===== config.mk =====
export PLATFORM = sky130hd
export DESIGN_NAME = decode_issue
export DESIGN_NICKNAME = d
export VERILOG_FILES = /design/src/cpu_pkg.sv /design/src/decode_issue.sv
export VERILOG_INCLUDE_DIRS = /design/src /design/src/src
export SDC_FILE = /design/constraint.sdc
export NUM_CORES = 1
export LEC_CHECK = 0
export BUFFER_PORTS_ARGS = -buffer_cell sky130_fd_sc_hd__buf_4
export CORE_AREA = 3 3 156 158
export DETAILED_ROUTE_END_ITERATION = 16
export DIE_AREA = 0 0 159 161
export PLACE_DENSITY = 0.71
export SLEW_MARGIN = 15
export SYNTH_ARGS = -nofsm -noshare
export SYNTH_HDL_FRONTEND = slang
export SYNTH_SLANG_ARGS = --single-unit

===== constraint.sdc =====
create_clock -name clk -period 50.2 [get_ports clk]
set_clock_uncertainty 0.1 [all_clocks]
set_input_delay 7.53 -clock clk [delete_from_list [all_inputs] [get_ports clk]]
set_output_delay 7.53 -clock clk [all_outputs]
set_load 0.01 [all_outputs]

===== src/cpu_consts.svh =====
`ifndef CPU_CONSTS_SVH
`define CPU_CONSTS_SVH

`define CPU_RESET_PC 32'h0000_0000
`define REG_NUM      32

// primary opcodes
`define OP_SPECIAL   6'h00
`define OP_BEQ       6'h04
`define OP_BNE       6'h05
`define OP_ADDIU     6'h09
`define OP_ORI       6'h0d
`define OP_LUI       6'h0f
`define OP_LW        6'h23
`define OP_SW        6'h2b

// SPECIAL function codes
`define FUNCT_MFHI   6'h10
`define FUNCT_MFLO   6'h12
`define FUNCT_MULTU  6'h19
`define FUNCT_ADDU   6'h21
`define FUNCT_SUBU   6'h23
`define FUNCT_AND    6'h24
`define FUNCT_OR     6'h25
`define FUNCT_XOR    6'h26
`define FUNCT_SLT    6'h2a

`endif


===== src/cpu_pkg.sv =====
package cpu_pkg;

	typedef logic [4:0] reg_addr_t;

	// one word, two field layouts
	typedef union packed {
		struct packed {
			logic [5:0] op;
			reg_addr_t  rs;
			reg_addr_t  rt;
			reg_addr_t  rd;
			logic [4:0] shamt;
			logic [5:0] funct;
		} r;
		struct packed {
			logic [5:0]  op;
			reg_addr_t   rs;
			reg_addr_t   rt;
			logic [15:0] imm;
		} i;
	} instr_t;

	typedef enum logic [3:0] {
		ALU_ADD,
		ALU_SUB,
		ALU_AND,
		ALU_OR,
		ALU_XOR,
		ALU_SLT
	} alu_op_e;

	typedef struct packed {
		logic [31:0] pc;
		instr_t      instr;
	} fetch_entry_t;

	// b holds the immediate for I-type, store_data the rt value
	typedef struct packed {
		logic [31:0] pc;
		alu_op_e     alu_op;
		logic [31:0] a;
		logic [31:0] b;
		logic [31:0] store_data;
		reg_addr_t   rd;
		logic        is_load;
		logic        is_store;
		logic        is_branch_eq;
		logic        is_branch_ne;
		logic        is_mult;
		logic        is_mfhi;
		logic        is_mflo;
		logic        wb_en;
	} decode_t;

	typedef struct packed {
		logic [31:0] result;
		logic [31:0] store_data;
		reg_addr_t   rd;
		logic        is_load;
		logic        is_store;
		logic        wb_en;
	} exec_t;

	typedef struct packed {
		logic [31:0] addr;
		logic [31:0] wdata;
		logic        we;
	} bus_req_t;

	typedef struct packed {
		logic        valid;
		logic [31:0] target;
	} redirect_t;

endpackage


===== src/decode_issue.sv =====
`timescale 1ns/1ps
`include "cpu_consts.svh"

module decode_issue (
	input  logic                  clk,
	input  logic                  rst,
	input  logic                  flush_i,
	input  logic                  in_valid_i,
	output logic                  in_ready_o,
	input  cpu_pkg::fetch_entry_t in_i,
	output cpu_pkg::reg_addr_t    raddr_a_o,
	output cpu_pkg::reg_addr_t    raddr_b_o,
	input  logic [31:0]           rdata_a_i,
	input  logic [31:0]           rdata_b_i,
	input  cpu_pkg::exec_t        fwd_exec_i,
	input  logic                  fwd_exec_valid_i,
	input  logic                  wb_en_i,
	input  cpu_pkg::reg_addr_t    wb_addr_i,
	input  logic [31:0]           wb_data_i,
	output logic                  out_valid_o,
	input  logic                  out_ready_i,
	output cpu_pkg::decode_t      out_o
);

	import cpu_pkg::*;

	instr_t      ins;
	decode_t     d, out_q;
	logic        out_valid_q, use_rs, use_rt, wb, hold;
	logic [31:0] rs_val, rt_val, sext, zext;

	// exec result first, then writeback, then the register file
	function automatic logic [31:0] fwd(input reg_addr_t addr, input logic [31:0] rf_val);
		logic [31:0] v;
		v = rf_val;
		if (wb_en_i && wb_addr_i == addr)
			v = wb_data_i;
		if (fwd_exec_valid_i && fwd_exec_i.wb_en && !fwd_exec_i.is_load && fwd_exec_i.rd == addr)
			v = fwd_exec_i.result;
		return v;
	endfunction

	function automatic logic depends(input reg_addr_t rd);
		return (use_rs && ins.i.rs == rd) || (use_rt && ins.i.rt == rd);
	endfunction

	assign ins       = in_i.instr;
	assign raddr_a_o = ins.i.rs;
	assign raddr_b_o = ins.i.rt;
	assign rs_val    = fwd(ins.i.rs, rdata_a_i);
	assign rt_val    = fwd(ins.i.rt, rdata_b_i);
	assign sext      = {{16{ins.i.imm[15]}}, ins.i.imm};
	assign zext      = {16'h0, ins.i.imm};

	always_comb begin
		d            = '0;
		d.pc         = in_i.pc;
		d.alu_op     = ALU_ADD;
		d.a          = rs_val;
		d.b          = sext;
		d.store_data = rt_val;
		d.rd         = ins.i.rt;
		use_rs       = 1'b1;
		use_rt       = 1'b0;
		wb           = 1'b0;
		case (ins.i.op)
			`OP_SPECIAL: begin
				d.b    = rt_val;
				d.rd   = ins.r.rd;
				use_rt = 1'b1;
				case (ins.r.funct)
					`FUNCT_ADDU: wb = 1'b1;
					`FUNCT_SUBU: begin d.alu_op = ALU_SUB; wb = 1'b1; end
					`FUNCT_AND:  begin d.alu_op = ALU_AND; wb = 1'b1; end
					`FUNCT_OR:   begin d.alu_op = ALU_OR;  wb = 1'b1; end
					`FUNCT_XOR:  begin d.alu_op = ALU_XOR; wb = 1'b1; end
					`FUNCT_SLT:  begin d.alu_op = ALU_SLT; wb = 1'b1; end
					`FUNCT_MULTU: d.is_mult = 1'b1;
					`FUNCT_MFHI: begin d.is_mfhi = 1'b1; wb = 1'b1; use_rs = 1'b0; use_rt = 1'b0; end
					`FUNCT_MFLO: begin d.is_mflo = 1'b1; wb = 1'b1; use_rs = 1'b0; use_rt = 1'b0; end
					default: use_rt = 1'b0;
				endcase
			end
			`OP_ADDIU: wb = 1'b1;
			`OP_ORI: begin
				d.alu_op = ALU_OR;
				d.b      = zext;
				wb       = 1'b1;
			end
			`OP_LUI: begin
				d.alu_op = ALU_OR;
				d.a      = '0;
				d.b      = {ins.i.imm, 16'h0};
				wb       = 1'b1;
				use_rs   = 1'b0;
			end
			`OP_LW: begin d.is_load = 1'b1; wb = 1'b1; end
			`OP_SW: begin d.is_store = 1'b1; use_rt = 1'b1; end
			`OP_BEQ: begin d.is_branch_eq = 1'b1; use_rt = 1'b1; end
			`OP_BNE: begin d.is_branch_ne = 1'b1; use_rt = 1'b1; end
			default: use_rs = 1'b0;
		endcase
		d.wb_en = wb && d.rd != '0;
	end

	// load in exec output until its data is on the writeback port,
	// or any producer still in our own output register
	assign hold = (fwd_exec_valid_i && fwd_exec_i.is_load && fwd_exec_i.wb_en
			&& !wb_en_i && depends(fwd_exec_i.rd))
		|| (out_valid_q && out_q.wb_en && depends(out_q.rd));

	assign in_ready_o  = (~out_valid_q | out_ready_i) & ~hold;
	assign out_valid_o = out_valid_q;
	assign out_o       = out_q;

	always_ff @(posedge clk) begin
		if (rst || flush_i)
			out_valid_q <= 1'b0;
		else if (in_valid_i && in_ready_o)
			out_valid_q <= 1'b1;
		else if (out_ready_i)
			out_valid_q <= 1'b0;
	end

	always_ff @(posedge clk) begin
		if (in_valid_i && in_ready_o)
			out_q <= d;
	end

endmodule


==> metrics.yaml, run 1 <==
maxCapViolCount: 0
seq_area_frac_synth_pct: 57.6
clkSlewWorstSetupHoldPaths_ps: 70
powerDensity_mw_per_mm2: 29.5
die_w_um: 159
hpwl_mm: 20.4
grt_pass1_vias: 6751
drt_iter0_drc: 468
cts.path.max_buffers: 2
finalSetupViolCount: 0
post-route-util_pct: 47.3
rr_startpoint: "out_o[12]"
max_freq_ghz: 0.0593
cp-end-kind: "output pin"
area_delta_synth_final_pct: 46.0
cts_root_buf: "clkbuf_16"
critical_path_arrival_ps: 9220
place_congestion: 0.826
reg2reg_slack_ps: 46720
slew-limit-headroom_pct: 29.5
rows: 56
tns_ps: 0
grt_max_degree: 80
rsz0062_at_grt: "no"
yosys_register_bits: 145
antenna_left: 0
clk_latency_ps: 410
worstSetupPathType: "in -> out"
regToRegEndpoint: "out_o[13]"
nFillCells: 2187
synth_edf_count: 144
ys_async_sr_fraction_pct: 0
vias: 6697
port_buffers: 366
yosysWarnings: 0
cts.sinks: 145
antenna_found_initial: 2
wl_per_cell_um: 21.9
num_io_pins: 401
fp.dieH_um: 161
track_usage_pct: 21.2
syn-num-nets: 869
cts_hold_buf: 0
pre_cts_ws_ps: 33360
drive_gt1_share_pct: 45.1
tritoncts: "done"
synth_area_per_cell_um2: 12.1
coreArea_mm2: 0.0233
nets: 1202
cp.required_ps: 42570
wirelength_mm: 28.3
synth_area_mm2: 0.00754
ctsResizeCount: 0
ys.flop_type: "edfxtp_1"
startpoint_type: "input port"
layout_min_cycle_time_ps: 16850
dieArea_mm2: 0.0256
hold_viol: 0
grt_first_pass_wirelength_mm: 41.6
holdPathEnd: "out_valid_o"
hold_depth: 3
drc: 0
fin_crit_sh_pct: 33.6
min_from: "out_valid_o"
ys_types: 58
cts_inserted_buffers: 17
vdd_drop_max_mv: 0.0174
critPathMaxFanout: 4
syn_inst: 625
h-tree-depth: 4
overflow: 0
fin_ws_ps: 33350
reg2regPathDepth: 7
cellLeakagePower_nw: 4.38
hold_class: "reg -> reg"
status: "completed"
vias_per_cell: 5.19
postCtsSetupRepairBufs: 0
tightestPinTransition_ps: 1060
firstDrtPassIters: 5
slew_violations: 0
initial_core_util_pct: 32.4
==> metrics by stage <==
stage | std cells | instance area, µm² | hold WS, ps | total power [mW]
floorplan | 625 | 7540 | 525 | 0.172
global placement | 1258 | 10400 | 534 | 0.201
detailed placement | 1258 | 10400 | 532 | 0.202
CTS | 1289 | 11000 | 544 | 0.329
global route | 1290 | 11000 | 586 | 0.337
finish | 1291 | 11000 | 544 | 0.325
==> layout make-up <==
| cell class | instances | area [µm²] | share of cell area (%) |
|---|---|---|---|
| sequential | 145 | 4340 | 39.5 |
| multi-input combinational | 414 | 2860 | 25.9 |
| timing repair buffer | 376 | 2820 | 25.6 |
| clock buffer | 17 | 425 | 3.86 |
| tap | 319 | 399 | 3.62 |
| clock inverter | 14 | 144 | 1.31 |
| inverter | 4 | 15.0 | 0.136 |
| antenna | 2 | 5.00 | 0.0455 |
==> synthesized netlist by cell type, types with 13 or more instances <==
cell type  number  area, µm²
a211oi_1       50        375
a21boi_1       13       97.6
a221o_1        15        150
buf_4          14        105
clkbuf_1       30        113
edfxtp_1      144       4320
mux2i_1        32        320
nand2_1        40        150
nand3_1        18       90.1
nor2_1         78        293
nor4_1         19        119
o32ai_1        15        131
==> worst max path at each step <==
stage,slack [ps],end,cells after the start,start
3_3_place_gp,33380,in_ready_o,7,in_i[24]
2_1_floorplan,25780,out_o[0],7,in_i[16]
5_1_grt,33280,in_ready_o,8,in_i[27]
4_1_cts,33350,in_ready_o,7,in_i[24]
6_report,33350,in_ready_o,7,in_i[24]
3_5_place_dp,33360,in_ready_o,7,in_i[24]
==> flip-flops by register name (all words and copies together) (netlist names) <==
signal / cells
out_valid_o: 1
out_o: 144
==> placed cells by master (no fill, tap or decap), types with 4 or more instances in the layout <==
master / n
a211oi_1: 50
edfxtp_1: 144
nor3_1: 8
o21ai_0: 11
xnor2_2: 6
mux2i_1: 32
nor2_1: 77
clkbuf_16: 17
a221o_1: 15
nor2b_1: 9
nand3_1: 17
o21ai_1: 6
xnor2_1: 11
inv_6: 7
nand2_1: 39
a21boi_0: 4
xor2_1: 12
inv_1: 4
a21boi_1: 13
a21oi_1: 5
o32ai_1: 15
buf_4: 376
nor4_1: 19
clkinvlp_4: 4
a31oi_1: 5
a31oi_2: 11
o22ai_1: 4
==> per-layer routing <==
metal / GRT usage [%] / wire length, µm
met5: 0 / 12
met4: 6.29 / 574
met3: 6.16 / 2310
met2: 37.8 / 14500
met1: 25.0 / 10900
==> kinds of logic (layout without fill, tap and decap cells) <==
| logic type | after synthesis | after routing | synth area share, % |
|---|---|---|---|
| xor gates and xnor gates | 31 | 31 | 4.70 |
| other | 1 | 3 | 0.0497 |
| DFF | 145 | 145 | 57.6 |
| and+or+nand+nor | 201 | 201 | 13.0 |
| muxes | 32 | 32 | 4.25 |
| AOI/OAI and AO/OA | 149 | 149 | 15.5 |
| buffers and inverters | 66 | 411 | 4.84 |
==> worst max-delay path, cell delays in order <==
cell	delay (ps)
buf_4	140
xor2_1	150
nor3_1	320
or4b_1	510
a2bb2oi_1	330
nor3_1	90
buf_4	160
==> power by group <==
group | switching, mW | total (mW) | internal [mW] | leakage (nW)
clock | 0.0561 | 0.126 | 0.0698 | 0.268
combinational | 0.0274 | 0.0545 | 0.0272 | 2.70
sequential | 0.00238 | 0.145 | 0.142 | 1.41
total | 0.0859 | 0.325 | 0.239 | 4.38
Note: power is estimated with default switching activity, not from simulation.
==> inputs of run 2 (changes only) <==
==> constraint.sdc (replaced) <==
create_clock -name clk -period 17.2 [get_ports clk]
set_clock_uncertainty 0.1 [all_clocks]
set_input_delay 2.58 -clock clk [delete_from_list [all_inputs] [get_ports clk]]
set_output_delay 2.58 -clock clk [all_outputs]
set_load 0.01 [all_outputs]
==> run 2 against run 1 <==
Against the previous run:
- worst hold slack improved by 25 ps
- cell area fell by 0.13%
- flip-flop and latch count did not move
- utilization fell by 0.059 points
==> metrics.yaml, run 2 (synthesized netlist as in run 1, its figures left out) <==
reg2regPathDepth: 6
fin_crit_sh_pct: 43.7
multiInputGateArea_mm2: 0.00286
vias: 6684
reg2reg_slack_ps: 14600
path_common_cell: "buf_4"
stdcell_count: 1289
hpwl_mm: 20.1
wl_per_cell_um: 21.7
fp.dieH_um: 161
num_io_pins: 401
hold_depth: 3
antenna_found_initial: 0
clkSlewWorstSetupHoldPaths_ps: 70
hold_class: "reg -> reg"
drive_gt1_share_pct: 44.9
h-tree-depth: 4
postCtsSetupRepairBufs: 0
maxCapViolCount: 0
max_freq_ghz: 0.133
drt_iter0_drc: 523
tightestPinTransition_ps: 966
track_usage_pct: 20.9
cp_slowest_cell: "nand3_2"
hold_viol: 0
critPathMaxFanout: 45
cts.sinks: 145
regToRegEndpoint: "out_o[70]"
coreArea_mm2: 0.0233
mostFrequentLayoutCells: "buf_4 (373), edfxtp_1 (144), nor2_1 (77)"
cts_root_buf: "clkbuf_16"
initial_core_util_pct: 32.4
vias_per_cell: 5.19
cp.required_ps: 14520
cts_hold_buf: 0
cp-end-kind: "output pin"
clk_latency_ps: 420
regArea_mm2: 0.00434
placed_cells: 1256
die_w_um: 159
crit_chain: "buf_4 -> nor2_1 -> nand3_2 -> nor4_1 -> o32a_1 -> nor3_1 -> buf_4"
powerDensity_mw_per_mm2: 85.3
grt_max_degree: 145
nets: 1200
largest_reg_flops: 144
cp_num_buf_inv: 2
port_buffers: 366
slew-limit-headroom_pct: 35.5
critPathTopFamily: "simple AND/OR/NAND/NOR gates"
ctsResizeCount: 0
status: "completed"
dieArea_mm2: 0.0256
finalSetupViolCount: 0
firstDrtPassIters: 5
drc: 0
slew_violations: 0
layout_min_cycle_time_ps: 7510
grt_first_pass_wirelength_mm: 40.8
tritoncts: "done"
place_congestion: 0.828
antenna_left: 0
nFillCells: 2191
vdd_drop_max_mv: 0.0579
wirelength_mm: 28.0
min_from: "out_valid_o"
cts.path.max_buffers: 2
tns_ps: 0
critical_path_arrival_ps: 4830
layout_commonest_cell: "buf_4"
critical-path-max-stage-delay_ps: 760
rows: 56
startpoint_type: "input port"
area_delta_synth_final_pct: 45.8
worstSetupPathType: "in -> out"
grt_pass1_vias: 6684
cts_inserted_buffers: 17
post-route-util_pct: 47.3
overflow: 0
rr_startpoint: "out_o[10]"
cellLeakagePower_nw: 4.38
rsz0062_at_grt: "no"
holdPathEnd: "out_valid_o"
-- run 2: changes by cell type in the layout (fill, tap and decap cells not counted), sizes merged --
| cell | before | now |
|---|---|---|
| bufinv | 1 | 0 |
| clkinvlp | 4 | 3 |
| clkbuf | 17 | 18 |
| buf | 376 | 374 |
| diode | 2 | 1 |
| clkinv | 0 | 2 |
-- run 2: metrics by stage --
step | power [mW] | worst slack [ps] | hold slack, ps | instance area, µm²
floorplan | 0.499 | 5020 | 536 | 7550
global placement | 0.588 | 9680 | 550 | 10400
detailed placement | 0.590 | 9630 | 560 | 10400
CTS | 0.947 | 9630 | 568 | 11000
global route | 0.971 | 9490 | 593 | 11000
finish | 0.938 | 9690 | 569 | 11000
-- run 2: final cells by class --
class | count | area share [%]
Sequential cell | 145 | 39.5
Inverter | 4 | 0.137
Clock inverter | 14 | 1.12
Timing Repair Buffer | 374 | 25.6
Antenna cell | 1 | 0.0228
Tap cell | 319 | 3.63
Multi-Input combinational cell | 414 | 26.0
Clock buffer | 18 | 3.90
-- run 2: tightest hold or removal path: cells and delay by family, from the launching register on --
family	cells	cell delay [ps]
flip-flops	1	330
AND/OR/NAND/NOR	2	250
AO/OA/AOI/OAI	1	50
-- run 2: power breakdown --
group | switching, mW | internal [mW]
combinational | 0.0796 | 0.0796
clock | 0.166 | 0.190
sequential | 0.00677 | 0.416
-- run 2: routing by layer --
metal | GRT usage [%] | share of wire, % | routed length (µm)
met3 | 4.72 | 6.9 | 1940
met1 | 25.8 | 40 | 11300
met5 | 0 | 0 | 0
met2 | 36.0 | 50 | 14000
met4 | 7.40 | 2.7 | 765
-- run 2: how the worst max path moves through the flow --
stage / startpoint / endpoint / slack, ps / depth (start not counted)
3_3_place_gp: in_i[27] / in_ready_o / 9680 / 7
5_1_grt: in_i[27] / in_ready_o / 9490 / 7
6_report: in_i[27] / in_ready_o / 9690 / 7
3_5_place_dp: in_i[27] / in_ready_o / 9630 / 7
2_1_floorplan: in_i[16] / out_o[0] / 5020 / 7
4_1_cts: in_i[27] / in_ready_o / 9630 / 7
==> inputs of run 3 (changes only) <==
--- a/config.mk
+++ b/config.mk
@@ -10,7 +10,7 @@
 export CORE_AREA = 3 3 156 158
 export DETAILED_ROUTE_END_ITERATION = 16
 export DIE_AREA = 0 0 159 161
-export PLACE_DENSITY = 0.71
+export PLACE_DENSITY = 0.73
 export SLEW_MARGIN = 15
 export SYNTH_ARGS = -nofsm -noshare
 export SYNTH_HDL_FRONTEND = slang
==> constraint.sdc (replaced) <==
create_clock -name clk -period 6.1 [get_ports clk]
set_clock_uncertainty 0.1 [all_clocks]
set_input_delay 0.915 -clock clk [delete_from_list [all_inputs] [get_ports clk]]
set_output_delay 0.915 -clock clk [all_outputs]
set_load 0.01 [all_outputs]
==> run 3 against run 2 <==
Against the previous run:
- setup slack worse by 7300 ps
- sequential share of layout area down 0.26 points
- largest power group unchanged
- utilization up 0.32 points
- die area unchanged
- count of clock-buffer cells in the layout down 1
- highest routed layer unchanged
- cell count up 0.31%
==> metrics.yaml, run 3 (synthesized netlist as in run 1, its figures left out) <==
p_sw_share_pct: 26.6
dieArea_mm2: 0.0256
tns_ps: 0
hold_viol: 0
dpl_cell_area_mm2: 0.0105
whs_ps: 564
fin_crit_sh_pct: 60.3
cts_root_buf: "clkbuf_16"
fin_ws_ps: 2420
worstSetupPathType: "in -> out"
grt_pass1_vias: 6805
wirelength_mm: 28.2
overflow: 0
hpwl_mm: 20.8
antenna_left: 0
finalPower_mw: 2.70
drt_iter0_drc: 443
num_io_pins: 401
ctsResizeCount: 0
cts.path.max_buffers: 2
startpoint_type: "input port"
slew_violations: 0
cp.required_ps: 5080
cp-end-kind: "output pin"
clk_latency_ps: 410
rsz0062_at_grt: "no"
antenna_found_initial: 2
rows: 56
fp.dieH_um: 161
pwr-share-clk_pct: 39.2
reg2reg_slack_ps: 3670
area_delta_synth_final_pct: 46.8
max_freq_ghz: 0.272
tritoncts: "done"
h-tree-depth: 4
switchingPower_uw: 719
regArea_mm2: 0.00434
cts_inserted_buffers: 17
largest_reg_flops: 144
cts_hold_buf: 0
port_buffers: 366
track_usage_pct: 21.0
slew-limit-headroom_pct: 39.1
firstDrtPassIters: 5
finalSetupViolCount: 0
multiInputGateArea_mm2: 0.00287
vdd_drop_max_mv: 0.171
layout_min_cycle_time_ps: 3680
critical_path_arrival_ps: 2660
cellLeakagePower_nw: 4.41
vias: 6685
tightestPinTransition_ps: 913
status: "completed"
stdcell_count: 1293
p_int_mw: 1.98
initial_core_util_pct: 32.4
clkSlewWorstSetupHoldPaths_ps: 70
nets: 1203
drc: 0
die_w_um: 159
nFillCells: 2219
postCtsSetupRepairBufs: 0
pre_cts_ws_ps: 2280
post-route-util_pct: 47.6
powerDensity_mw_per_mm2: 244
critPathMaxFanout: 4
vias_per_cell: 5.17
placed_cells: 1259
maxCapViolCount: 0
layout_commonest_cell: "buf_4"
mostFrequentLayoutCells: "buf_4 (376), edfxtp_1 (144), nor2_1 (77)"
hold_class: "reg -> reg"
comb_power_share_pct: 16.7
drive_gt1_share_pct: 45.2
grt_first_pass_wirelength_mm: 41.1
grt_max_degree: 101
stdcell_area_mm2: 0.0111
coreArea_mm2: 0.0233
cts.sinks: 145
sequentialPowerShare_pct: 44.1
wl_per_cell_um: 21.8
place_congestion: 0.811
## run 3: final timing paths
| kind | to | cells past startpoint | startpoint |
|---|---|---|---|
| worst min register to register | out_valid_o | 3 | out_valid_o |
| worst max register to register | out_o[24] | 6 | out_o[8] |
| worst max-delay path | in_ready_o | 7 | in_i[24] |
| worst min-delay path | out_valid_o | 3 | out_valid_o |
## run 3: cell type report
type                            count  share of cell area [%]
Antenna cell                        2                  0.0452
Sequential cell                   145                    39.2
Clock inverter                     15                    1.51
Multi-Input combinational cell    414                    25.9
Clock buffer                       17                    3.84
Tap cell                          319                    3.61
Inverter                            4                   0.136
Timing Repair Buffer              377                    25.7
## run 3: power groups by stage
| stage | logic, mW | registers, mW | clock network (mW) |
|---|---|---|---|
| 6_report | 0.451 | 1.19 | 1.06 |
| 5_1_grt | 0.482 | 1.20 | 1.12 |
| 4_1_cts | 0.454 | 1.19 | 1.08 |
| 3_5_place_dp | 0.453 | 1.21 | 0 |
| 3_3_place_gp | 0.446 | 1.21 | 0 |
| 2_1_floorplan | 0.152 | 1.25 | 0 |
## run 3: critical path, cell delays in order
cell,delay (ps)
buf_4,140
xor2_1,160
nor3_1,320
or4b_1,520
a2bb2oi_1,360
nor3_1,90
buf_4,160
## run 3: layer usage
layer,routed length [µm],vias up,GRT usage [%],share of wire [%]
li1,-,3086,-,-
met1,11100,3212,25.1,39
met2,14300,357,37.0,51
met3,2210,30,5.87,7.8
met4,548,0,6.25,1.9
met5,0,-,0,0
